[config.mk]
export PLATFORM = sky130hd
export DESIGN_NAME = pipeReg
export DESIGN_NICKNAME = d
export VERILOG_FILES = /design/src/logic/pipeReg.sv
export SDC_FILE = /design/constraint.sdc
export NUM_CORES = 1
export LEC_CHECK = 0
export BUFFER_PORTS_ARGS = -buffer_cell sky130_fd_sc_hd__buf_2
export CORE_MARGIN = 1.5
export CORE_UTILIZATION = 42
export CTS_CLUSTER_SIZE = 25
export DETAILED_ROUTE_END_ITERATION = 6
export PLACE_DENSITY = 0.78
export SYNTH_ARGS = -nofsm -noshare
export SYNTH_HDL_FRONTEND = slang
export SYNTH_SLANG_ARGS = --single-unit
export TNS_END_PERCENT = 10
[constraint.sdc]
create_clock -name clk -period 0.8 [get_ports clk]
set_input_delay 0.08 -clock clk [delete_from_list [all_inputs] [get_ports clk]]
set_output_delay 0.08 -clock clk [all_outputs]
set_load 0.02 [all_outputs]
[src/logic/pipeReg.sv]
// Pipeline stage register with enable and synchronous clear, generic payload
`timescale 1ns/1ps
`default_nettype none

module pipeReg #(
    parameter type payload_t = logic [31:0]
) (
    input  logic     clk,
    input  logic     rst,
    input  logic     enable,
    input  logic     clear,
    input  payload_t d,
    output payload_t q
);

    // Clear wins over enable so a stall can still insert a bubble
    always_ff @(posedge clk) begin
        if (rst || clear) begin
            q <= '0;
        end else if (enable) begin
            q <= d;
        end
    end

endmodule

`default_nettype wire

==> results.cfg <==
[status]
status = finished, violations left
violations = setup timing

[worst_setup_path]
crit_chain = buf_6
worstPathMaxFanout = 2
worstSetupEndpointType = output pin
regToRegSetupSlack_ns = 0.03
rr_worst_depth = 3
arrival_ns = 0.79
startpoint_type = flip-flop
max_stage_delay_ns = 0.35
path_buf_inv = 1
crit_slowest_cell = dfxtp_2
reg2reg_to = q[3]
crit_cells = 1
cp_top_family = flip-flops
worst_ep_required_time_ns = 0.72
r2r_start = q[3]
crit_end = q[26]
startpoint = q[26]
path_class = reg2out

[timing]
fin_ws_ns = -0.0693
rsz0062_at_grt = true
finClkSkew_ns = 0
min_period_ns = 0.869
max_clock_freq_mhz = 1150
hold_viol = 0
fin_tns_setup_ns = -1.65
worst_slew_pin_slew_ns = 0.202
finalCritPeriodShare = 1.09
finalSetupViolCount = 32
maxSlewViolCount = 0
slew_headroom = 0.866

[routing]
vias = 999
routed_via_density = 4.67
drtAntennaViolNets = 0
dr.pass1.iters = 3
wl_microns = 2920
post_drt_wl_per_cell_microns = 13.6
drt_iter0_markers = 7
drc = 0

[layout]
stdcell_count = 214
regMostFlops = q
fillers = 192
layout_common_cells = buf_2 (35), mux2i_1 (32), nor2_1 (32), buf_6 (32), dfxtp_2 (32)
diodes = 0
largest_register_ff_count = 32
drive_gt1_frac = 0.609
final_common_cell = buf_2
nets = 219
largestRegisters = q: 32 flops
syn2layout_area_growth_pct = 62.1

[floorplan]
dieArea_sq_um = 3080
die_w_microns = 55.5
initial_utilization = 0.454
fp.dieH_microns = 55.5
row_count = 18
core_sq_um = 2540
top_level_ports = 68

[worst_hold_path]
hold_path.class = in2reg

[placed_design]
gp_congestion = 0.734
port_buffers = 67
dp_hpwl_microns = 1840
dp.cells = 199
place_ws_ns = -0.0290

[pwr]
powerDensity_nw_per_um2 = 1660
p_total_mw = 3.11
ir_worst_vdd_uv = 1520
p_leak_nw = 0.932

[global_routing]
grt_usage = 0.195
grt_pass1_vias = 1074
grt_first_pass_wirelength_microns = 4690
antenna_found_initial = 0
grt_start_max_net_pins = 21
grt_overflow_total = 0

[synth]
yosys.area.top_type = dfxtp_1
ys_ff_latch = 32
syn_area_per_cell_sq_um = 11.0
yosysWarnings = 0
ys_types = 7
synth_area_sq_um = 1160
synth_area_leaders = dfxtp_1 (55%), mux2i_1 (28%), nor2_1 (10%)
syn_nets = 141
yosys.area.top_type_share = 0.554
syn_inst = 105
synth-seq-area-share = 0.554

[clock_tree]
cts-root-buf = clkbuf_4
cts_tree = yes
clock_path_buffers = 2
worstSkewPairLatency_ns = 0.31
numCtsBuffers = 5
cts.sinks = 32
clk_pin_slew_ns = 0.09
h-tree-depth = 2

[run]
maxCapViolations = 0
## layout make-up
class                   instances  area (sq um)  share of cell area
repair buffers                 79           651               0.347
multi-input cells              65           447               0.238
flip-flops and latches         32           681               0.363
well taps                      30          37.5              0.0200
clock buffers                   8          58.8              0.0314
## timing repair
| action | 4_1_cts | 5_1_grt |
|---|---|---|
| setup buffers | 1 | 1 |
| resized for setup | 96 | 0 |
| endpoints found under the setup margin | 32 | 32 |
| endpoints found under the hold margin | 4 | 1 |
| hold buffers | 4 | 1 |
## logic make-up after synthesis
logic type / Yosys count / synth area share
buffers and inverters: 8 / 0.0595
DFF: 32 / 0.554
muxes: 32 / 0.277
and+or+nand+nor: 33 / 0.109
## power by group
part / switching, mW / internal, mW
clock network: 0.481 / 0.433
logic: 0.226 / 0.276
registers: 0.0387 / 1.65
total: 0.746 / 2.36
## worst min-delay path by stage
stage	to	start	depth (start not counted)	slack, ns
global route	q[29]	d[29]	3	0.0005
CTS	q[30]	d[30]	3	0.0005
floorplan	q[29]	d[29]	2	0.23
global placement	q[6]	d[6]	3	0.31
finish	q[19]	d[19]	3	0.003
detailed placement	q[23]	d[23]	3	0.33
## routing by layer
metal  track usage  share of wire  vias up  wire length, microns
met3        0.0562          0.056        9                   162
met2         0.361           0.54       40                  1570
met5             0              0        -                     0
met4        0.0871          0.025        0                    74
met1         0.200           0.38      450                  1110
li1              -              -      500                     -
## per-stage QoR
step | util | area, sq um | hold slack (ns)
3_5_place_dp | 0.593 | 1510 | 0.326
6_report | 0.736 | 1870 | 0.00269
2_1_floorplan | - | 1160 | 0.227
5_1_grt | 0.736 | 1870 | 0.000533
4_1_cts | 0.730 | 1860 | 0.000535
3_3_place_gp | 0.593 | 1510 | 0.314
## worst min-delay path, delay by kind of cell
| kind | cells | cell delay (ns) |
|---|---|---|
| buf+inv | 1 | 0.08 |
| simple gates | 1 | 0.07 |
| mux | 1 | 0.06 |
## Yosys cell counts, drive strengths merged
cell and n:
dfxtp 32, mux2i 32, nor2 32, buf 7
clkbuf 1, or2 1
(Power assumes the default switching activity.)
