`src/logic/mipsPkg.sv`:
```
// Instruction fields, opcodes, ALU encoding, control word and pipeline stage payloads
`default_nettype none

package mipsPkg;

    // Instruction field bit positions
    localparam int OP_HI    = 31;
    localparam int OP_LO    = 26;
    localparam int RS_HI    = 25;
    localparam int RS_LO    = 21;
    localparam int RT_HI    = 20;
    localparam int RT_LO    = 16;
    localparam int RD_HI    = 15;
    localparam int RD_LO    = 11;
    localparam int FN_HI    = 5;
    localparam int FN_LO    = 0;
    localparam int IMM_HI   = 15;
    localparam int IMM_LO   = 0;
    localparam int IMM26_HI = 25;

    // Supported opcodes and function codes
    localparam logic [5:0] OP_RTYPE = 6'h00;
    localparam logic [5:0] OP_J     = 6'h02;
    localparam logic [5:0] OP_BEQ   = 6'h04;
    localparam logic [5:0] OP_ORI   = 6'h0D;
    localparam logic [5:0] OP_LUI   = 6'h0F;
    localparam logic [5:0] OP_LW    = 6'h23;
    localparam logic [5:0] OP_SW    = 6'h2B;
    localparam logic [5:0] FN_ADDU  = 6'h21;
    localparam logic [5:0] FN_SUBU  = 6'h23;

    localparam logic [31:0] RESET_PC   = 32'h0000_0000;
    localparam int          DMEM_WORDS = 256;

    typedef enum logic [1:0] {
        ALU_ADD, ALU_SUB, ALU_OR, ALU_LUI
    } aluOp_t;

    typedef enum logic [1:0] {
        FWD_NONE, FWD_MEM, FWD_WB
    } fwdSel_t;

    // All zero means bubble
    typedef struct packed {
        logic       regWrite;
        logic       memRead;
        logic       memWrite;
        aluOp_t     aluOp;
        logic       aluSrcImm;
        logic       zeroExtend;
        logic [4:0] destReg;
    } ctrlWord_t;

    typedef struct packed {
        logic [31:0] instr;
        logic [31:0] pc;
    } ifId_t;

    typedef struct packed {
        ctrlWord_t   ctrl;
        logic [31:0] pc;
        logic [4:0]  rsNum;
        logic [4:0]  rtNum;
        logic [31:0] rsValue;
        logic [31:0] rtValue;
        logic [31:0] immWord;
    } idEx_t;

    typedef struct packed {
        ctrlWord_t   ctrl;
        logic [31:0] pc;
        logic [31:0] aluResult;
        logic [31:0] storeData;
    } exMem_t;

    typedef struct packed {
        ctrlWord_t   ctrl;
        logic [31:0] pc;
        logic [31:0] writeValue;
    } memWb_t;

endpackage

`default_nettype wire
```
`src/logic/fetchUnit.sv`:
```
// Program counter, next-PC selection and fetch payload
`timescale 1ns/1ps
`default_nettype none

module fetchUnit (
    input  logic            clk,
    input  logic            rst,
    input  logic            pcEnable,
    input  logic            branchTaken,
    input  logic            jump,
    input  mipsPkg::ifId_t  decodeStage,
    input  logic [31:0]     instr,
    output logic [31:0]     instrAddr,
    output mipsPkg::ifId_t  fetchStage
);
    import mipsPkg::*;

    logic [31:0] pc;
    logic [31:0] pcNext;
    logic [31:0] decodePlus4;
    logic [31:0] branchTarget;
    logic [31:0] jumpTarget;
    logic [15:0] offset;

    // Targets are relative to the instruction in decode, i.e. the delay slot address
    assign offset       = decodeStage.instr[IMM_HI:IMM_LO];
    assign decodePlus4  = decodeStage.pc + 32'd4;
    assign branchTarget = decodePlus4 + {{14{offset[15]}}, offset, 2'b00};
    assign jumpTarget   = {decodePlus4[31:28], decodeStage.instr[IMM26_HI:IMM_LO], 2'b00};

    always_comb begin
        if (jump) begin
            pcNext = jumpTarget;
        end else if (branchTaken) begin
            pcNext = branchTarget;
        end else begin
            pcNext = pc + 32'd4;
        end
    end

    always_ff @(posedge clk) begin
        if (rst) begin
            pc <= RESET_PC;
        end else if (pcEnable) begin
            pc <= pcNext;
        end
    end

    assign instrAddr        = pc;
    assign fetchStage.instr = instr;
    assign fetchStage.pc    = pc;

endmodule

`default_nettype wire

```
`config.mk`:
```
export PLATFORM = sky130hd
export DESIGN_NAME = fetchUnit
export DESIGN_NICKNAME = d
export VERILOG_FILES = /design/src/logic/mipsPkg.sv /design/src/logic/fetchUnit.sv
export SDC_FILE = /design/constraint.sdc
export NUM_CORES = 1
export LEC_CHECK = 0
export ABC_AREA = 1
export CAP_MARGIN = 20
export CORE_ASPECT_RATIO = 0.6
export CORE_UTILIZATION = 35
export CTS_CLUSTER_DIAMETER = 50
export DETAILED_ROUTE_END_ITERATION = 12
export DONT_BUFFER_PORTS = 1
export SYNTH_ARGS = -nofsm -noshare
export SYNTH_HDL_FRONTEND = slang
export SYNTH_SLANG_ARGS = --single-unit
export TNS_END_PERCENT = 50
```
`constraint.sdc`:
```
create_clock -name clk -period 4.1 [get_ports clk]
set_input_delay 0.205 -clock clk [delete_from_list [all_inputs] [get_ports clk]]
set_output_delay 0.205 -clock clk [all_outputs]
set_load 0.01 [all_outputs]
```
==> results.md <==
* Max-Cap Viols at 0
* Clock transition at path regs at 60 ps
* Final Max Tran Viols at 0
* Most Frequent Cell on Critical Path: nand2_1
* Worst Skew at 8.31 ps
* Hold Violations, Final at 0
* CTS Sinks at 32
* Inserted Diodes at 0
* WP data required at 4280 ps
* IR drop worst, VDD at 0.164 mV
* Latest clock arrival within the worst-skew pair at 290 ps
* Top cells by area, synth: nand2_1 (19%), dfxtp_1 (11%), buf_4 (8.4%)
* Util after Layout at 36.1%
* Area leader, netlist: nand2_1
* Count leader, synth: nand2_1
* Post-synthesis net count at 1136
* Initial antenna violation count at 0
* Syn-to-layout area delta at -1.33%
* PortBufs at 0
* First-pass GRT wire length at 30300 µm
* Simple-gate share of the synthesized area at 43.2%
* Compound-Gate Fraction of Synth Area at 14.4%
* Largest net degree at the start of global routing at 36
* WL final at 19300 µm
* Critical path arrival at 3120 ps
* YS warnings at 0
* Post-synthesis cell count at 998
* # placed instances at 1118
* Fin cells at 1128
* First-iteration detailed-routing DRC count at 646
* EDFF count, synth at 0
* RSZ-0062 raised after global routing: false
* DRC Markers at 0
* Crit path capture type: register
* Detailed placement HPWL at 15800 µm
* DR WL/cell at 17.1 µm
* CTS tree: built
* Largest family of logic cells by synthesized area: simple AND/OR/NAND/NOR gates
* Post-Synth Adder-Cell Area at 8.20%
* Die Width at 167 µm
* Clock buffer depth at 2
* Gr ovfl total at 0
* Yosys reg bits at 32
* Leakage dissipation at 2.50 nW
* Cell Pwr Density at 240 nW/µm²
* Async SR Flop Fraction at 0%
* Final Power at 0.00136 W
* Share of cells above drive strength 1 at 6.38%
* Post_cts resized at 0
* Slowest-stage cell, CP: ha_1
* Worst setup path category: input pin to register
* Post-synthesis mux area share at 0%
* DRT antenna net count at 0
* Synth cell count leaders: nand2_1 (291), nor2_1 (121), inv_1 (88)
* Fin Setup TNS at 0 ps
* XOR/XNOR Fraction of Synth Area at 6.87%
* Core area at 15700 µm²
* Mapped Area at 5740 µm²
* Syn Area/Cell at 5.75 µm²
* CP cell instances: nand2_1 -> nor4_1 -> nand4_1 -> nor3_2 -> nand2_1 -> nor2_1 -> xor2_1 -> ha_1 -> nand2_1 -> nor2_1 -> nand2_1 -> or2_2 -> nand3_1 -> nand2_1 -> nand3_1 -> nand2_1 -> nand2_1 -> a21oi_1
* Worst-path fanout max at 4
* Initial Util at 36.6%
* Via density at 5.37
* Tcrit/Tclk final at 71.8%
* Worst hold-check path type: input pin to register
* Drt pass-1 iters at 5
* Cts bufs inserted at 5
* Synth Flop Type: dfxtp_1
* All-Layer GR Usage at 23.1%
* Final #Nets at 1062
* Buffers & Inverters on Critical Path at 0
* Final Critical Period at 2940 ps
* Synth cell types at 44
* Fillcell total at 1774
* CP max stage delay at 350 ps
* Startpoint types: input pin
* Vias at 6054
* Fmax at 340 MHz
* # setup viols final at 0
* Die Y at 101 µm
* Number of global-route vias before repair at 5418
* CTS root buffer: clkbuf_16
* # IOs at 197
* Status: finished clean
* Measured slew at the worst slew-check pin at 850 ps
* H-tree Lvls at 2
* Delay-heaviest family, CP: simple AND/OR/NAND/NOR gates
* Gpl congestion at 0.984
* Max reg flops at 32
* Synth top area share at 19.0%
* Die area at 16900 µm²
* Rows at 35
* Sequential area share after synthesis at 11.2%
* Worst slew margin at 42.8%
[report_power, final]
part           leakage (nW)  internal, W  switching, W  total, W
Sequential            0.264     0.000334     0.0000719  0.000406
Combinational          2.15     0.000175      0.000308  0.000482
Clock                0.0901     0.000320      0.000150  0.000470
[metal layers]
layer  global-route usage (%)  vias to the layer above  wire length (µm)
met4                     1.69                        0                38
met2                     29.6                      301              6780
met3                     7.42                        4              2470
met1                     36.8                     2701             10000
li1                         -                     3048                 -
met5                        0                        -                 0
[timing repair]
action                    in CTS  in global routing
hold endpoints to repair      29                  0
hold buffers                   1                  0
buffers inserted               0                  0
[placed cells by master, fill, tap and decap left out, types with 3 or more instances in the layout]
master	count
clkbuf_16	5
o21bai_1	4
inv_1	88
xor2_1	30
o21ai_0	32
a21oi_1	84
a31oi_1	3
nor4_1	6
xnor2_1	15
nor2_2	5
nor3_2	4
inv_2	6
nand4_1	22
o21ai_1	4
nand2_1	291
nor2_1	121
dfxtp_1	32
nor3_1	14
nor2_4	6
ha_1	36
a21o_1	3
nand3_1	52
nor3_4	3
a21oi_2	5
nand2_2	11
o211ai_1	7
nand3b_1	9
[area by class of cell]
| type | instances | area [µm²] | area share [%] |
|---|---|---|---|
| multi-input cells | 785 | 4170 | 73.6 |
| inverters | 96 | 360 | 6.37 |
| well taps | 203 | 254 | 4.49 |
| repair buffers | 4 | 55.1 | 0.973 |
| clock buffers | 7 | 153 | 2.70 |
| clock inverters | 1 | 30.0 | 0.531 |
| flip-flops and latches | 32 | 641 | 11.3 |
[logic make-up after synthesis]
family,count (synthesis)
flip-flops,32
adder cells (fa/ha/maj),37
buffers and inverters,181
XOR/XNOR,45
AND/OR/NAND/NOR,554
AO/OA/AOI/OAI,149
[final timing paths]
path / from / end / slack (ps) / cells past startpoint
max: decodeStage[7] / instrAddr[27] / 1160 / 18
min: jump / instrAddr[4] / 70 / 2
max reg2reg: instrAddr[2] / instrAddr[30] / 1450 / 11
min reg2reg: instrAddr[0] / instrAddr[0] / 570 / 2
[through the flow]
step           worst slack [ps]  hold WS [ps]  instance area [µm²]
2_1_floorplan              1570           367                 5740
3_3_place_gp               1040           279                 5440
3_5_place_dp                980           279                 5440
4_1_cts                    1270          67.9                 5640
5_1_grt                     950          89.0                 5660
6_report                   1160          74.0                 5660
Note: power is estimated with default switching activity, not from simulation.
