$ cat config.mk
export PLATFORM = sky130hd
export DESIGN_NAME = pipeControl
export DESIGN_NICKNAME = d
export VERILOG_FILES = /design/src/logic/mipsPkg.sv /design/src/logic/pipeControl.sv
export SDC_FILE = /design/constraint.sdc
export NUM_CORES = 1
export LEC_CHECK = 0
export ABC_AREA = 1
export CAP_MARGIN = 40
export CORE_AREA = 5 5 209 211
export DETAILED_ROUTE_END_ITERATION = 12
export DIE_AREA = 0 0 214 216
export DONT_BUFFER_PORTS = 1
export SLEW_MARGIN = 20
export SYNTH_ARGS = -nofsm -noshare
export SYNTH_HDL_FRONTEND = slang
export SYNTH_SLANG_ARGS = --single-unit
$ cat constraint.sdc
create_clock -name vclk -period 4.9
set_input_delay 0.49 -clock vclk [all_inputs]
set_output_delay 0.49 -clock vclk [all_outputs]
set_load 0.005 [all_outputs]
$ cat src/logic/mipsPkg.sv
// Instruction fields, opcodes, ALU encoding, control word and pipeline stage payloads
`default_nettype none

package mipsPkg;

    // Instruction field bit positions
    localparam int OP_HI    = 31;
    localparam int OP_LO    = 26;
    localparam int RS_HI    = 25;
    localparam int RS_LO    = 21;
    localparam int RT_HI    = 20;
    localparam int RT_LO    = 16;
    localparam int RD_HI    = 15;
    localparam int RD_LO    = 11;
    localparam int FN_HI    = 5;
    localparam int FN_LO    = 0;
    localparam int IMM_HI   = 15;
    localparam int IMM_LO   = 0;
    localparam int IMM26_HI = 25;

    // Supported opcodes and function codes
    localparam logic [5:0] OP_RTYPE = 6'h00;
    localparam logic [5:0] OP_J     = 6'h02;
    localparam logic [5:0] OP_BEQ   = 6'h04;
    localparam logic [5:0] OP_ORI   = 6'h0D;
    localparam logic [5:0] OP_LUI   = 6'h0F;
    localparam logic [5:0] OP_LW    = 6'h23;
    localparam logic [5:0] OP_SW    = 6'h2B;
    localparam logic [5:0] FN_ADDU  = 6'h21;
    localparam logic [5:0] FN_SUBU  = 6'h23;

    localparam logic [31:0] RESET_PC   = 32'h0000_0000;
    localparam int          DMEM_WORDS = 256;

    typedef enum logic [1:0] {
        ALU_ADD, ALU_SUB, ALU_OR, ALU_LUI
    } aluOp_t;

    typedef enum logic [1:0] {
        FWD_NONE, FWD_MEM, FWD_WB
    } fwdSel_t;

    // All zero means bubble
    typedef struct packed {
        logic       regWrite;
        logic       memRead;
        logic       memWrite;
        aluOp_t     aluOp;
        logic       aluSrcImm;
        logic       zeroExtend;
        logic [4:0] destReg;
    } ctrlWord_t;

    typedef struct packed {
        logic [31:0] instr;
        logic [31:0] pc;
    } ifId_t;

    typedef struct packed {
        ctrlWord_t   ctrl;
        logic [31:0] pc;
        logic [4:0]  rsNum;
        logic [4:0]  rtNum;
        logic [31:0] rsValue;
        logic [31:0] rtValue;
        logic [31:0] immWord;
    } idEx_t;

    typedef struct packed {
        ctrlWord_t   ctrl;
        logic [31:0] pc;
        logic [31:0] aluResult;
        logic [31:0] storeData;
    } exMem_t;

    typedef struct packed {
        ctrlWord_t   ctrl;
        logic [31:0] pc;
        logic [31:0] writeValue;
    } memWb_t;

endpackage

`default_nettype wire
$ cat src/logic/pipeControl.sv
// Decoder, hazard detection, stall generation and forwarding for decode and execute
`timescale 1ns/1ps
`default_nettype none

module pipeControl (
    input  mipsPkg::ifId_t     decodeStage,
    input  mipsPkg::idEx_t     executeStage,
    input  mipsPkg::exMem_t    memoryStage,
    input  mipsPkg::memWb_t    writebackStage,
    input  logic [31:0]        rfDataA,
    input  logic [31:0]        rfDataB,
    output mipsPkg::ctrlWord_t decodeCtrl,
    output logic [31:0]        operandA,
    output logic [31:0]        operandB,
    output logic               pcEnable,
    output logic               ifIdEnable,
    output logic               idExClear,
    output logic               branchTaken,
    output logic               jump,
    output mipsPkg::fwdSel_t   fwdA,
    output mipsPkg::fwdSel_t   fwdB
);
    import mipsPkg::*;

    logic [5:0] op;
    logic [5:0] funct;
    logic [4:0] rs;
    logic [4:0] rt;
    logic [4:0] rd;
    logic       usesRs;
    logic       usesRt;
    logic       isBeq;
    logic       memFwdOk;
    logic       wbFwdOk;
    logic       stall;

    assign op    = decodeStage.instr[OP_HI:OP_LO];
    assign funct = decodeStage.instr[FN_HI:FN_LO];
    assign rs    = decodeStage.instr[RS_HI:RS_LO];
    assign rt    = decodeStage.instr[RT_HI:RT_LO];
    assign rd    = decodeStage.instr[RD_HI:RD_LO];

    ////////////////////////////////////////////////////////////
    // Decode
    ////////////////////////////////////////////////////////////
    always_comb begin
        decodeCtrl = '0;
        usesRs     = 1'b0;
        usesRt     = 1'b0;
        isBeq      = 1'b0;
        jump       = 1'b0;
        case (op)
            OP_RTYPE: begin
                if (funct == FN_ADDU || funct == FN_SUBU) begin
                    decodeCtrl.regWrite = 1'b1;
                    decodeCtrl.aluOp    = (funct == FN_SUBU) ? ALU_SUB : ALU_ADD;
                    decodeCtrl.destReg  = rd;
                    usesRs              = 1'b1;
                    usesRt              = 1'b1;
                end
            end
            OP_ORI, OP_LUI: begin
                decodeCtrl.regWrite   = 1'b1;
                decodeCtrl.aluOp      = (op == OP_LUI) ? ALU_LUI : ALU_OR;
                decodeCtrl.aluSrcImm  = 1'b1;
                decodeCtrl.zeroExtend = 1'b1;
                decodeCtrl.destReg    = rt;
                usesRs                = (op == OP_ORI);
            end
            OP_LW: begin
                decodeCtrl.regWrite  = 1'b1;
                decodeCtrl.memRead   = 1'b1;
                decodeCtrl.aluSrcImm = 1'b1;
                decodeCtrl.destReg   = rt;
                usesRs               = 1'b1;
            end
            OP_SW: begin
                decodeCtrl.memWrite  = 1'b1;
                decodeCtrl.aluSrcImm = 1'b1;
                usesRs               = 1'b1;
                usesRt               = 1'b1;
            end
            OP_BEQ: begin
                isBeq  = 1'b1;
                usesRs = 1'b1;
                usesRt = 1'b1;
            end
            OP_J: jump = 1'b1;
            // Anything else is a no-op
            default: ;
        endcase
    end

    ////////////////////////////////////////////////////////////
    // Hazards
    ////////////////////////////////////////////////////////////
    function automatic logic readsReg(input logic [4:0] dest);
        return (dest != 5'd0) && ((usesRs && dest == rs) || (usesRt && dest == rt));
    endfunction

    // Load-use, or beq waiting on a value still in EX or a load in MEM
    assign stall = (executeStage.ctrl.memRead && readsReg(executeStage.ctrl.destReg))
                || (isBeq && executeStage.ctrl.regWrite
                    && readsReg(executeStage.ctrl.destReg))
                || (isBeq && memoryStage.ctrl.memRead
                    && readsReg(memoryStage.ctrl.destReg));

    assign pcEnable   = !stall;
    assign ifIdEnable = !stall;
    assign idExClear  = stall;

    ////////////////////////////////////////////////////////////
    // Forwarding
    ////////////////////////////////////////////////////////////
    // MEM result only when it is an ALU value, never load data
    assign memFwdOk = memoryStage.ctrl.regWrite && !memoryStage.ctrl.memRead
                   && memoryStage.ctrl.destReg != 5'd0;
    assign wbFwdOk  = writebackStage.ctrl.regWrite && writebackStage.ctrl.destReg != 5'd0;

    function automatic fwdSel_t selectFwd(input logic [4:0] src);
        if (memFwdOk && memoryStage.ctrl.destReg == src) begin
            return FWD_MEM;
        end else if (wbFwdOk && writebackStage.ctrl.destReg == src) begin
            return FWD_WB;
        end
        return FWD_NONE;
    endfunction

    function automatic logic [31:0] forwardValue(input logic [4:0] src,
                                                 input logic [31:0] rfValue);
        fwdSel_t sel;
        sel = selectFwd(src);
        case (sel)
            FWD_MEM: return memoryStage.aluResult;
            FWD_WB:  return writebackStage.writeValue;
            default: return rfValue;
        endcase
    endfunction

    assign operandA    = forwardValue(rs, rfDataA);
    assign operandB    = forwardValue(rt, rfDataB);
    assign branchTaken = isBeq && (operandA == operandB);

    assign fwdA = selectFwd(executeStage.rsNum);
    assign fwdB = selectFwd(executeStage.rtNum);

endmodule

`default_nettype wire

==> out/qor.yml <==
drt:
  vias: 4845
  routedWlPerCell_um: 16.1
  drcViolationCount: 0
  drtIter0Drc: 283
  drt_wl_total_mm: 21.3
  final_antenna_net_count: 0
  dr.pass1.iters: 7
  viasPerCell: 3.68
sta:
  finalHoldViolations: 0
  worst_slew_pin_slew_ns: 0.656
  rsz0062_at_grt: "no"
  finalSetupTns_ns: 0
  relSlewSlack_pct: 56.1
  fmax_mhz: 268
  fin_crit_ns: 3.73
  setup_viol: 0
  final.period_utilization_pct: 76.1
  slew_violations: 0
  fin_ws_ns: 1.17
die:
  fp-row-count: 75
  ioPinCount: 547
  start_util_pct: 9.53
  die_w_um: 214
  core_um2: 41600
  die_h_um: 216
  die-area_um2: 46200
power_and_ir_drop:
  ir_worst_vdd_mv: 0.0215
  power_density_nw_per_um2: 61.1
  leakagePower_uw: 0.00235
cells_and_area:
  drive_gt1_share_pct: 9.33
  area_growth_pct: 12.6
  register_area_um2: 0
  layout_common_cells: "259 x nand2_1, 122 x inv_1, 113 x nor2_1"
  stdcell_count: 1318
  seq_cells: 0
  nNetsFinal: 1236
  final_common_cell: "nand2_1"
  clkbuf_count: 0
  fillers: 4949
placed_design:
  port_buffers: 0
  dpl.hpwl_mm: 18.5
  dp_cells: 1311
  pre_cts_slack_ns: 1.10
  place.gp.congestion: 0.817
yosys:
  synth_area_leaders: "nand2_1 25%, inv_1 12%, nor2_1 11%"
  synth.avg_cell_area_um2: 4.96
  synth_cell_types: 35
  ys.warnings.count: 0
  syn_nets: 1261
  syn-instance-count: 799
  yosys.area.top_type: "nand2_1"
  synth_top_cell_area_share_pct: 24.5
  synth-seq-area-share_pct: 0
  syn_area_um2: 3960
grt:
  antenna_found_initial: 8
  grt_max_degree: 30
  grt_pass1_wl_mm: 29.7
  overflow: 0
  grt_usage_pct: 8.46
  grt_pass1_vias: 4543
critical_path:
  cp_slowest_cell: "inv_2"
  critPathRequiredTime_ns: 4.41
  cp-start-kind: "input pin"
  critical_path_class: "in -> out"
  critPathMaxStageDelay_ns: 0.52
  path_cells: "inv_1, nand2_1, nand2_1, nand2_1, nor2_2, nand3_4, inv_2, nand2_1, nand3_2, inv_2, nand2_1, nand2_1, nor2_1, nand2_1, nor2_1, nand3_1, nor2_1"
  path_common_cell: "nand2_1"
  crit_fanout: 18
  path_delay_family: "simple AND/OR/NAND/NOR gates"
  end_kind: "output port"
  critPathBufInv: 3
  critical_path_arrival_ns: 3.24
job:
  cap_violations: 0
clocking:
  cts_resized: 0
  post-cts-setup-buffer-count: 0
  ctsHoldBuffers: 0
worst_hold_path:
  hp-class: "in -> out"
outcome:
  status: "finished clean"
## through the flow
step | utilization (%) | total power, µW | cell area, µm² | hold slack (ns)
6_report | 10.7 | 272 | 4460 | 1.01
5_1_grt | 10.7 | 310 | 4460 | 1.02
4_1_cts | 10.7 | 276 | 4440 | 1.02
3_5_place_dp | 10.7 | 275 | 4440 | 1.02
3_3_place_gp | 10.7 | 273 | 4440 | 1.02
2_1_floorplan | - | 219 | 3960 | 1.01
## cell usage after synthesis (all sizes together)
master / number
a211o: 1
a21oi: 4
and2b: 1
and3: 1
buf: 30
inv: 149
nand2: 266
nand3: 87
nand3b: 55
nand4: 7
nor2: 124
nor3: 9
nor3b: 1
nor4: 3
o21ai: 12
o22ai: 9
or2: 3
xnor2: 15
xor2: 22
## area by class of cell
cell class | instances | area [µm²] | share of cell area (%)
well taps | 539 | 674 | 15.1
repair buffers | 3 | 35.0 | 0.785
diodes | 7 | 17.5 | 0.393
inverters | 149 | 564 | 12.7
multi-input cells | 620 | 3170 | 71.1
## report_power, final
group | switching [µW] | leakage, µW | internal, µW
Clock | 0 | 0.0000000444 | 0.000194
Sequential | 0 | 0 | 0
Combinational | 179 | 0.00235 | 93.4
## per-layer routing
metal / global-route usage [%] / vias up / part of all wire (%)
met5: 0 / - / 0.061
li1: - / 2406 / -
met4: 1.87 / 2 / 1.3
met3: 2.83 / 23 / 10
met1: 10.4 / 2141 / 43
met2: 14.4 / 273 / 46
## final timing paths
kind / start / slack (ns) / to / cells past startpoint
max: decodeStage[54] / 1.17 / branchTaken / 17
min: decodeStage[61] / 1.01 / decodeCtrl[10] / 1
## logic make-up (layout without fill, tap and decap cells)
logic type	Yosys count	count (layout)	synth area share [%]
simple gates	557	557	68.1
buf+inv	179	152	20.0
xor+xnor	37	37	8.18
compound gates	26	26	3.76
other cells	0	7	0
Note: power is estimated with default switching activity, not from simulation.
