--- config.mk ---
export PLATFORM = sky130hd
export DESIGN_NAME = executeUnit
export DESIGN_NICKNAME = d
export VERILOG_FILES = /design/src/logic/mipsPkg.sv /design/src/logic/executeUnit.sv
export SDC_FILE = /design/constraint.sdc
export NUM_CORES = 1
export LEC_CHECK = 0
export BUFFER_PORTS_ARGS = -buffer_cell sky130_fd_sc_hd__buf_4
export CAP_MARGIN = 30
export CORE_AREA = 5 5 123 125
export DETAILED_ROUTE_END_ITERATION = 7
export DIE_AREA = 0 0 128 130
export GPL_TIMING_DRIVEN = 0
export PLACE_DENSITY = 0.76
export SLEW_MARGIN = 20
export SYNTH_ARGS = -nofsm -noshare
export SYNTH_HDL_FRONTEND = slang
export SYNTH_SLANG_ARGS = --single-unit
--- constraint.sdc ---
create_clock -name vclk -period 5.8
set_input_delay 0.29 -clock vclk [all_inputs]
set_output_delay 0.29 -clock vclk [all_outputs]
set_load 0.05 [all_outputs]
--- src/logic/mipsPkg.sv ---
// Instruction fields, opcodes, ALU encoding, control word and pipeline stage payloads
`default_nettype none

package mipsPkg;

    // Instruction field bit positions
    localparam int OP_HI    = 31;
    localparam int OP_LO    = 26;
    localparam int RS_HI    = 25;
    localparam int RS_LO    = 21;
    localparam int RT_HI    = 20;
    localparam int RT_LO    = 16;
    localparam int RD_HI    = 15;
    localparam int RD_LO    = 11;
    localparam int FN_HI    = 5;
    localparam int FN_LO    = 0;
    localparam int IMM_HI   = 15;
    localparam int IMM_LO   = 0;
    localparam int IMM26_HI = 25;

    // Supported opcodes and function codes
    localparam logic [5:0] OP_RTYPE = 6'h00;
    localparam logic [5:0] OP_J     = 6'h02;
    localparam logic [5:0] OP_BEQ   = 6'h04;
    localparam logic [5:0] OP_ORI   = 6'h0D;
    localparam logic [5:0] OP_LUI   = 6'h0F;
    localparam logic [5:0] OP_LW    = 6'h23;
    localparam logic [5:0] OP_SW    = 6'h2B;
    localparam logic [5:0] FN_ADDU  = 6'h21;
    localparam logic [5:0] FN_SUBU  = 6'h23;

    localparam logic [31:0] RESET_PC   = 32'h0000_0000;
    localparam int          DMEM_WORDS = 256;

    typedef enum logic [1:0] {
        ALU_ADD, ALU_SUB, ALU_OR, ALU_LUI
    } aluOp_t;

    typedef enum logic [1:0] {
        FWD_NONE, FWD_MEM, FWD_WB
    } fwdSel_t;

    // All zero means bubble
    typedef struct packed {
        logic       regWrite;
        logic       memRead;
        logic       memWrite;
        aluOp_t     aluOp;
        logic       aluSrcImm;
        logic       zeroExtend;
        logic [4:0] destReg;
    } ctrlWord_t;

    typedef struct packed {
        logic [31:0] instr;
        logic [31:0] pc;
    } ifId_t;

    typedef struct packed {
        ctrlWord_t   ctrl;
        logic [31:0] pc;
        logic [4:0]  rsNum;
        logic [4:0]  rtNum;
        logic [31:0] rsValue;
        logic [31:0] rtValue;
        logic [31:0] immWord;
    } idEx_t;

    typedef struct packed {
        ctrlWord_t   ctrl;
        logic [31:0] pc;
        logic [31:0] aluResult;
        logic [31:0] storeData;
    } exMem_t;

    typedef struct packed {
        ctrlWord_t   ctrl;
        logic [31:0] pc;
        logic [31:0] writeValue;
    } memWb_t;

endpackage

`default_nettype wire
--- src/logic/executeUnit.sv ---
// Execute stage: operand forwarding, immediate extension and ALU
`timescale 1ns/1ps
`default_nettype none

module executeUnit (
    input  mipsPkg::idEx_t  executeStage,
    input  logic [31:0]     memResult,
    input  logic [31:0]     wbResult,
    input  mipsPkg::fwdSel_t fwdA,
    input  mipsPkg::fwdSel_t fwdB,
    output mipsPkg::exMem_t memoryNext
);
    import mipsPkg::*;

    logic [31:0] srcA;
    logic [31:0] srcB;
    logic [31:0] immExt;
    logic [31:0] aluB;
    logic [31:0] aluResult;
    logic [15:0] imm;

    assign srcA = (fwdA == FWD_MEM) ? memResult :
                  (fwdA == FWD_WB)  ? wbResult  : executeStage.rsValue;
    assign srcB = (fwdB == FWD_MEM) ? memResult :
                  (fwdB == FWD_WB)  ? wbResult  : executeStage.rtValue;

    // Zero extension for ori and lui, sign extension otherwise
    assign imm    = executeStage.immWord[15:0];
    assign immExt = executeStage.ctrl.zeroExtend ? {16'h0000, imm} : {{16{imm[15]}}, imm};
    assign aluB   = executeStage.ctrl.aluSrcImm ? immExt : srcB;

    always_comb begin
        case (executeStage.ctrl.aluOp)
            ALU_SUB: aluResult = srcA - aluB;
            ALU_OR:  aluResult = srcA | aluB;
            ALU_LUI: aluResult = {aluB[15:0], 16'h0000};
            default: aluResult = srcA + aluB;
        endcase
    end

    assign memoryNext.ctrl      = executeStage.ctrl;
    assign memoryNext.pc        = executeStage.pc;
    assign memoryNext.aluResult = aluResult;
    // Store data is the forwarded rt
    assign memoryNext.storeData = srcB;

endmodule

`default_nettype wire

==> key figures, run 1 <==
Finish
  • Area Overhead vs Synth: 38.48%
  • Design area: a little under 8000 µm²
  • Layout Utilization: 0.5699
  • Clock buf count: 0
  • Final nets: 1307
  • Fraction of layout instances using a drive strength above 1: 0.3419
  • Most frequent cells in the layout: buf_4 (300), mux2i_1 (110), a21oi_1 (76)
  • Post-route insts no fill: roughly 1200
  • Commonest non-fill, non-tap cell in the layout: buf_4
  • FF+latch count: 0
  • Ant. Diodes: 0
  • Register area: 0 µm²

Clocking
  • Post-CTS setup buffers: 0

STA
  • Final Hold Fails: 0
  • Worst-Margin Slew: 0.8903 ns
  • Slew Viols, Final: 0
  • Setup-failing EPs final: 0
  • RSZ-0062 raised after global routing: no
  • Max-slew headroom: 0.4002
  • Setup WS post-layout: approximately 0.36 ns
  • Worst hold margin: between 0.8 and 0.9 ns
  • Final period utilization: 0.9375
  • Final setup TNS: 0 ns
  • Min Tclk post-route: 5.437 ns
  • Fmax: ~180 MHz

Power and ir drop
  • Sw frac: 0.6341
  • Sequential power share: 0
  • Pleak: 3.758 nW
  • Cell area power density: ~190 nW/µm²
  • Max IR drop VDD: ~0.00019 V
  • Switch Pwr: ~0.94 mW
  • Tot Pwr: 1.481 mW
  • Combinational share of power: 1.000
  • Internal power: 0.5417 mW
  • Proportion of power drawn by the clock network: 0

Global routing
  • Largest net degree at the start of global routing: 11
  • Global route overflow: 0
  • Initial antenna violation count: 0
  • Total track usage: 0.2995
  • Number of global-route vias before repair: roughly 6800
  • First-pass GRT wire length: between 30000 and 40000 µm

Place
  • Dpl cell area: ~7800 µm²
  • Placement Setup Slack: between 0.08 and 0.09 ns
  • DP HPWL: approximately 23000 µm
  • Port bufs: 255
  • Routability cong.: between 1 and 1.5
  • Placed cells: approximately 1200

Setup path
  • CP Class: primary input to output port
  • Kind of end point of the critical path: output port
  • Worst path most repeated cell: mux2i_1
  • Slowest CP cell: a2111o_1
  • Family with the most delay on the worst path: compound AO/OA/AOI/OAI gates
  • Worst Path Required: approximately 5.5 ns
  • Buf/Inv on CP: 3
  • Critical path startpoint category: primary input
  • Critical path fanouts, max: 10
  • Crit path arrival time: between 5 and 6 ns
  • CP peak stage delay: 0.45 ns
  • Crit-path cells: buf_6 -> buf_6 -> mux2i_1 -> mux2i_1 -> mux2i_4 -> ha_1 -> nand4_1 -> or3_4 -> nor3b_2 -> mux2i_1 -> a22oi_1 -> ha_1 -> a21oi_1 -> o21ai_0 -> a31oi_1 -> a21boi_0 -> o21ai_1 -> a31oi_2 -> o31ai_1 -> a2111o_1 -> o311ai_2 -> buf_4

Yosys
  • Mapped Area: about 5700 µm²
  • Post-Syn Instances: 798
  • Mean post-synth cell area: ~7.1 µm²
  • Distinct cells, synth: 68
  • Seq/Total Area, Yosys: 0
  • Post-Syn Nets: 1050
  • Yosys synthesis warning count: 0

Worst hold path
  • Hold Path Class: primary input to output port

Die
  • Die area: approximately 17000 µm²
  • Row count: 43
  • I/O pins: roughly 330
  • Die Y: 130 µm
  • Core area: ~14000 µm²
  • Initial core utilization: 0.4115
  • Die width: 128 µm

Route
  • Routed Antenna Nets: 0
  • Vias/cell: between 5 and 6
  • Drt first-iter violations: 704
  • # DRC: 0
  • Pre-Repair DR Iteration Count: 6
  • DR vias: between 7000 and 8000
  • WL/cell: 21.99 µm
  • WL final: about 27000 µm

Outcome
  • Status: finished, final reports clean

Job
  • Max_cap viols: 0
## power by group through the flow
stage               Sequential, mW  Combinational (mW)  Clock [mW]
detailed placement               0                1.45           0
finish                           0                1.48           0
global route                     0                1.58           0
global placement                 0                1.45           0
floorplan                        0                1.02           0
CTS                              0                1.46           0
## metal layers
layer  vias to the layer above  share of wire  track usage
li1                       3400              -            -
met1                      3268           0.42       0.4150
met2                       487           0.44       0.4827
met3                        50           0.11      0.05076
met4                         0          0.029      0.07740
met5                         -              0            0
## Yosys cell counts, drive strengths merged (5+ instances only)
library cell | number | area share
xor2 | 27 | 0.042
xnor2 | 29 | 0.045
o21ai | 61 | 0.055
a21o | 12 | 0.016
nand2 | 59 | 0.040
mux2i | 117 | 0.21
nand2b | 22 | 0.024
nand3 | 18 | 0.017
nor3 | 6 | 0.0082
nor2b | 37 | 0.041
a211oi | 34 | 0.045
buf | 64 | 0.081
nor2 | 43 | 0.028
o31ai | 9 | 0.015
nor3b | 5 | 0.0075
a21oi | 78 | 0.070
o311ai | 10 | 0.015
a31oi | 11 | 0.012
inv | 18 | 0.012
nand4 | 6 | 0.0077
mux2 | 18 | 0.036
o211ai | 10 | 0.013
ha | 33 | 0.073
clkbuf | 30 | 0.020
## timing repair
action,CTS,global route
gates resized for setup,0,9
hold buffers,0,0
setup endpoints to repair,0,8
## cell families (layout without fill, tap and decap cells)
| kind of cell | Yosys count | count (layout) | synth area share |
|---|---|---|---|
| AOI/OAI and AO/OA | 253 | 253 | 0.2865 |
| and+or+nand+nor | 208 | 208 | 0.1894 |
| muxes | 135 | 135 | 0.2479 |
| adders and majority gates | 34 | 34 | 0.07638 |
| buffers and inverters | 112 | 367 | 0.1132 |
| xor gates and xnor gates | 56 | 56 | 0.08653 |
## final timing paths
path	from	endpoint	slack, ns	cells after the start
max	fwdB[1]	memoryNext[61]	0.36	22
min	executeStage[112]	memoryNext[70]	0.83	2
## area by class of cell
class,instances,area (µm²)
timing repair buffer,255,1914
fill,1374,5924
tap,180,225.2
multi-input combinational,686,5065
buffer,94,576.8
inverter,18,67.56
Power figures use the tool's default switching activity.
==> inputs of run 2 (changes only) <==
--- a/config.mk
+++ b/config.mk
@@ -10,7 +10,6 @@
 export CORE_AREA = 5 5 123 125
 export DETAILED_ROUTE_END_ITERATION = 7
 export DIE_AREA = 0 0 128 130
-export GPL_TIMING_DRIVEN = 0
 export PLACE_DENSITY = 0.76
 export SLEW_MARGIN = 20
 export SYNTH_ARGS = -nofsm -noshare
==> run 2 against run 1 <==
Highest routed layer unchanged; sequential cell count unchanged; routed wire length down 18%; die area unchanged; combinational power down 8%; worst setup slack better by 0.0067 ns; first-iteration DRC count down 15%; critical endpoint unchanged.
==> key figures, run 2 (synthesis gave the netlist of run 1 again) <==
Die
  • I/O pins: 326 (unchanged)
  • Die Y: 130 µm (unchanged)
  • Die width: 128 µm (unchanged)
  • Die area: 16640 µm² (unchanged)
  • Row count: 43 (unchanged)
  • Initial core utilization: 0.4115 (unchanged)
  • Core area: 13770 µm² (unchanged)

Global routing
  • Initial antenna violation count: 0 (unchanged)
  • Largest net degree at the start of global routing: 65 (was 11)
  • Number of global-route vias before repair: 5976 (was 6839)
  • First-pass GRT wire length: 32780 µm (was 39610 µm)
  • Total track usage: 0.2431 (was 0.2995)
  • Global route overflow: 0 (unchanged)

Setup path
  • Kind of end point of the critical path: output port (unchanged)
  • Critical Path Source: fwdB[1] (unchanged)
  • Worst Path Required: 5.51 ns (about the same)
  • Crit path arrival time: 5.14 ns (was 5.15 ns)
  • Stages on the worst setup path: 21 (was 22)
  • Buf/Inv on CP: 3 (unchanged)
  • CP Class: primary input to output port (unchanged)
  • CP peak stage delay: 0.46 ns (was 0.45 ns)
  • Family with the most delay on the worst path: compound AO/OA/AOI/OAI gates (unchanged)
  • Critical path startpoint category: primary input (unchanged)
  • Slowest CP cell: or3_4 (was a2111o_1)
  • Critical path fanouts, max: 26 (was 10)
  • Crit-path cells: buf_4 -> buf_4 -> mux2i_1 -> mux2i_1 -> mux2i_2 -> nand3_2 -> or3_4 -> nor3b_2 -> mux2i_1 -> a22oi_1 -> ha_1 -> a21oi_1 -> o21ai_0 -> a31oi_1 -> a21boi_0 -> o21ai_0 -> a31oi_1 -> o31ai_1 -> a2111o_1 -> o311ai_2 -> buf_4 (was buf_6 -> buf_6 -> mux2i_1 -> mux2i_1 -> mux2i_4 -> ha_1 -> nand4_1 -> or3_4 -> nor3b_2 -> mux2i_1 -> a22oi_1 -> ha_1 -> a21oi_1 -> o21ai_0 -> a31oi_1 -> a21boi_0 -> o21ai_1 -> a31oi_2 -> o31ai_1 -> a2111o_1 -> o311ai_2 -> buf_4)
  • Critical Path End: memoryNext[61] (unchanged)

Place
  • DP HPWL: 18440 µm (was 23150 µm)
  • Routability cong.: 0.9609 (was 1.025)
  • Placed cells: 1118 (was 1233)
  • Dpl cell area: 7083 µm² (was 7815 µm²)
  • Port bufs: 220 (was 255)

STA
  • Final period utilization: 0.9363 (was 0.9375)
  • Min Tclk post-route: 5.431 ns (was 5.437 ns)
  • Setup-failing EPs final: 0 (unchanged)
  • RSZ-0062 raised after global routing: no (unchanged)
  • Worst-Margin Slew: 0.6609 ns (was 0.8903 ns)
  • Final setup TNS: 0 ns (unchanged)
  • Fmax: 184.1 MHz (was 183.9 MHz)
  • Final Hold Fails: 0 (unchanged)
  • Slew Viols, Final: 0 (unchanged)
  • Max-slew headroom: 0.5594 (was 0.4002)

Route
  • Met3 WL post-DR: 2277 µm (was 2881 µm)
  • Wire length on met2: 9639 µm (was 12060 µm)
  • WL/cell: 19.78 µm (was 21.99 µm)
  • Vias/cell: 5.865 (was 5.843)
  • Pre-Repair DR Iteration Count: 7 (was 6)
  • Drt first-iter violations: 597 (was 704)
  • WL final: 22110 µm (was 27120 µm)
  • DR vias: 6557 (was 7205)
  • # DRC: 0 (unchanged)
  • Wire length on met1: 9908 µm (was 11390 µm)
  • Routed Antenna Nets: 0 (unchanged)
  • Top sig layer: met4 (unchanged)

Finish
  • Fillers: 1364 (was 1374)
  • Design area: 7083 µm² (was 7849 µm²)
  • Fraction of layout instances using a drive strength above 1: 0.2953 (was 0.3419)
  • Clock buf count: 0 (unchanged)
  • Register area: 0 µm² (unchanged)
  • Final nets: 1192 (was 1307)
  • Commonest non-fill, non-tap cell in the layout: buf_4 (unchanged)
  • Area occupied by multi-input gates: 5034 µm² (was 5065 µm²)
  • Ant. Diodes: 0 (unchanged)
  • Most frequent cells in the layout: buf_4 (234), mux2i_1 (112), a21oi_1 (76) (was buf_4 (300), mux2i_1 (110), a21oi_1 (76))
  • FF+latch count: 0 (unchanged)
  • Area Overhead vs Synth: 24.97% (was 38.48%)
  • Post-route insts no fill: 1118 (was 1233)

Worst hold path
  • Hold Path Class: primary input to output port (unchanged)

Clocking
  • Post-CTS setup buffers: 0 (unchanged)
  • Post-CTS Resized: 0 (unchanged)
  • Hold-fix buffers, CTS: 0 (unchanged)

Outcome
  • Status: finished, final reports clean (unchanged)

Power and ir drop
  • Proportion of power drawn by the clock network: 0 (about the same)
  • Switch Pwr: 0.8532 mW (was 0.9388 mW)
  • Cell area power density: 191.7 nW/µm² (was 188.6 nW/µm²)
  • Sw frac: 0.6284 (was 0.6341)
  • Max IR drop VDD: 0.0001191 V (was 0.0001880 V)
  • Internal power: 0.5046 mW (was 0.5417 mW)
  • Combinational share of power: 1.000 (about the same)
  • Pleak: 3.332 nW (was 3.758 nW)
  • Sequential power share: 0 (about the same)

Job
  • Max_cap viols: 0 (unchanged)
run 2: final cells by class:
class	instances	area share
Inverter	18	0.009539
Multi-Input combinational cell	686	0.7107
Tap cell	180	0.03180
Timing Repair Buffer	234	0.2480
run 2: worst min path at each step:
| stage | end | startpoint | cells after the start |
|---|---|---|---|
| 6_report | memoryNext[107] | executeStage[149] | 0 |
| 5_1_grt | memoryNext[67] | executeStage[109] | 0 |
| 4_1_cts | memoryNext[106] | executeStage[148] | 0 |
| 3_5_place_dp | memoryNext[106] | executeStage[148] | 0 |
| 3_3_place_gp | memoryNext[106] | executeStage[148] | 0 |
| 2_1_floorplan | memoryNext[100] | executeStage[142] | 1 |
run 2: metrics by stage:
stage | setup slack [ns] | total power [mW] | utilization | hold slack (ns)
after floorplan | 0.007759 | 1.022 | - | 0.7471
after global placement | 0.5180 | 1.334 | 0.5143 | 0.5803
after detailed placement | 0.4181 | 1.343 | 0.5143 | 0.5803
after CTS | 0.4116 | 1.349 | 0.5143 | 0.5803
after global routing | 0.04693 | 1.457 | 0.5143 | 0.5801
final | 0.3695 | 1.358 | 0.5143 | 0.5800
run 2: per-layer routing:
| layer | track usage | vias to the layer above |
|---|---|---|
| li1 | - | 3172 |
| met1 | 0.3517 | 3015 |
| met2 | 0.3863 | 342 |
| met3 | 0.04666 | 28 |
| met4 | 0.02747 | 0 |
| met5 | 0 | - |
run 2: power groups by stage:
stage	sequential [mW]	clock (mW)	combinational (mW)
floorplan	0	0	1.02
global placement	0	0	1.33
detailed placement	0	0	1.34
CTS	0	0	1.35
global route	0	0	1.46
finish	0	0	1.36
==> inputs of run 3 (changes only) <==
==> config.mk (replaced) <==
export PLATFORM = sky130hd
export DESIGN_NAME = executeUnit
export DESIGN_NICKNAME = d
export VERILOG_FILES = /design/src/logic/mipsPkg.sv /design/src/logic/executeUnit.sv
export SDC_FILE = /design/constraint.sdc
export NUM_CORES = 1
export LEC_CHECK = 0
export BUFFER_PORTS_ARGS = -buffer_cell sky130_fd_sc_hd__clkbuf_2
export CAP_MARGIN = 30
export CORE_ASPECT_RATIO = 1.75
export CORE_MARGIN = 5
export CORE_UTILIZATION = 28
export DETAILED_ROUTE_END_ITERATION = 7
export SLEW_MARGIN = 20
export SYNTH_ARGS = -nofsm -noshare
export SYNTH_HDL_FRONTEND = slang
export SYNTH_SLANG_ARGS = --single-unit
==> constraint.sdc (replaced) <==
create_clock -name vclk -period 6.5
set_input_delay 0.325 -clock vclk [all_inputs]
set_output_delay 0.325 -clock vclk [all_outputs]
set_load 0.05 [all_outputs]
==> run 3 against run 2 <==
Combinational power is 17% lower; cell count grew 6.1%; utilization shrank 19 points; count of clock-buffer cells in the layout unchanged; via count decreased by 1.5%; global-route usage shrank 5.8 points; hold slack better by 0.070 ns; sequential share of layout area is the same; critical path depth decreased by 1; routed wire length rose by 6.1%.
==> key figures, run 3 (synthesis gave the netlist of run 1 again) <==
Global routing
  • First-pass GRT wire length: 35200 µm (was 32780 µm)
  • Total track usage: 0.1846 (was 0.2431)
  • Largest net degree at the start of global routing: 66 (was 65)
  • Initial antenna violation count: 0 (unchanged)
  • Global route overflow: 0 (unchanged)
  • Number of global-route vias before repair: 6363 (was 5976)

Power and ir drop
  • Max IR drop VDD: 0.0001152 V (was 0.0001191 V)
  • Pleak: 3.189 nW (was 3.332 nW)
  • Cell area power density: 171.3 nW/µm² (was 191.7 nW/µm²)

Setup path
  • Crit path arrival time: 5.54 ns (was 5.14 ns)
  • Kind of end point of the critical path: output port (unchanged)
  • CP Class: primary input to output port (unchanged)
  • Crit-path cells: buf_4 -> mux2i_1 -> mux2i_1 -> mux2i_1 -> nand4_1 -> nor3_1 -> nand2_1 -> o21ai_0 -> xnor2_1 -> ha_1 -> nand2_1 -> o21ai_0 -> a31oi_1 -> a21boi_0 -> o21ai_0 -> a31oi_1 -> o31ai_1 -> a2111o_1 -> o311ai_1 -> clkbuf_2 (was buf_4 -> buf_4 -> mux2i_1 -> mux2i_1 -> mux2i_2 -> nand3_2 -> or3_4 -> nor3b_2 -> mux2i_1 -> a22oi_1 -> ha_1 -> a21oi_1 -> o21ai_0 -> a31oi_1 -> a21boi_0 -> o21ai_0 -> a31oi_1 -> o31ai_1 -> a2111o_1 -> o311ai_2 -> buf_4)
  • CP peak stage delay: 0.50 ns (was 0.46 ns)
  • Slowest CP cell: mux2i_1 (was or3_4)
  • Worst Path Required: 6.17 ns (was 5.51 ns)
  • Critical path startpoint category: primary input (unchanged)
  • Critical path fanouts, max: 32 (was 26)

Finish
  • Clock buf count: 0 (unchanged)
  • Register area: 0 µm² (unchanged)
  • Fraction of layout instances using a drive strength above 1: 0.2942 (was 0.2953)
  • Final nets: 1192 (unchanged)
  • Area Overhead vs Synth: 16.71% (was 24.97%)
  • Layout Utilization: 0.3289 (was 0.5143)
  • FF+latch count: 0 (unchanged)
  • Ant. Diodes: 0 (unchanged)
  • Commonest non-fill, non-tap cell in the layout: clkbuf_2 (was buf_4)
  • Post-route insts no fill: 1186 (was 1118)
  • Most frequent cells in the layout: clkbuf_2 (218), mux2i_1 (112), a21oi_1 (76) (was buf_4 (234), mux2i_1 (112), a21oi_1 (76))

STA
  • Slew Viols, Final: 0 (unchanged)
  • Fmax: around 170 MHz
  • Max-slew headroom: 0.4908 (was 0.5594)
  • Final Hold Fails: 0 (unchanged)
  • Min Tclk post-route: just under 6 ns
  • Setup-failing EPs final: 0 (unchanged)
  • Worst-Margin Slew: 0.7638 ns (was 0.6609 ns)
  • RSZ-0062 raised after global routing: no (unchanged)
  • Final period utilization: 0.9025
  • Final setup TNS: 0 ns (unchanged)

Clocking
  • Post-CTS setup buffers: 0 (unchanged)
  • Hold-fix buffers, CTS: 0 (unchanged)
  • Post-CTS Resized: 0 (unchanged)

Route
  • Routed Antenna Nets: 0 (unchanged)
  • Met3 WL post-DR: 1196 µm (was 2277 µm)
  • Top sig layer: met4 (unchanged)
  • Wire length on met2: 11670 µm (was 9639 µm)
  • Vias/cell: 5.444 (was 5.865)
  • WL final: 23460 µm (was 22110 µm)
  • Wire length on met1: 9356 µm (was 9908 µm)
  • # DRC: 0 (unchanged)
  • Pre-Repair DR Iteration Count: 5 (was 7)
  • WL/cell: 19.78 µm (about the same)
  • Drt first-iter violations: 370 (was 597)
  • DR vias: 6456 (was 6557)

Die
  • Initial core utilization: 0.2818 (was 0.4115)
  • Row count: 69 (was 43)
  • Core area: 20120 µm² (was 13770 µm²)
  • I/O pins: 326 (unchanged)
  • Die Y: 198.2 µm (was 130 µm)
  • Die area: 23300 µm² (was 16640 µm²)
  • Die width: 117.6 µm (was 128 µm)

Outcome
  • Status: finished, final reports clean (unchanged)

Job
  • Max_cap viols: 0 (unchanged)

Place
  • Placed cells: 1186 (was 1118)
  • DP HPWL: 20120 µm (was 18440 µm)
  • Routability cong.: 0.9425 (was 0.9609)
  • Port bufs: 220 (unchanged)

Worst hold path
  • Hold Path Class: primary input to output port (unchanged)
  • Hold path cells: 0 (unchanged)
## run 3: worst max-delay path, delay by kind of cell
family                   cells  cell delay [ns]
AO/OA/AOI/OAI                9             2.10
AND/OR/NAND/NOR              4             0.95
multiplexers                 3             0.93
buffers and inverters        2             0.74
adder cells (fa/ha/maj)      1             0.38
XOR/XNOR                     1             0.11
## run 3: final cells by class
cell class | instances | area [µm²]
multi-input combinational | 686 | 5026
timing repair buffer | 234 | 1211
tap | 248 | 310.3
fill | 2192 | 13500
inverter | 18 | 67.56
## run 3: metrics by stage
step / cell area [µm²] / setup slack, ns / hold slack (ns) / total power [mW]
floorplan: 5668 / 0.5819 / 0.8171 / 0.9099
global placement: 6615 / 0.7592 / 0.6503 / 1.126
global route: 6615 / 0.2629 / 0.6501 / 1.228
finish: 6615 / 0.6338 / 0.6500 / 1.133
detailed placement: 6615 / 0.6830 / 0.6503 / 1.130
CTS: 6615 / 0.6518 / 0.6503 / 1.135
## run 3: power breakdown
part | total [mW] | leakage [nW] | switching [mW] | internal, mW
registers | 0 | 0 | 0 | 0
clock network | 0 | 0 | 0 | 0
logic | 1.13 | 3.19 | 0.760 | 0.373
## run 3: worst paths after layout
path | slack (ns) | from | end
min | 0.65 | executeStage[106] | memoryNext[64]
max | 0.63 | fwdB[1] | memoryNext[61]
## run 3: per-layer routing
layer / GRT usage / up-vias
li1: - / 3178
met1: 0.2170 / 2981
met2: 0.3375 / 217
met3: 0.01772 / 80
met4: 0.08121 / 0
met5: 0 / -
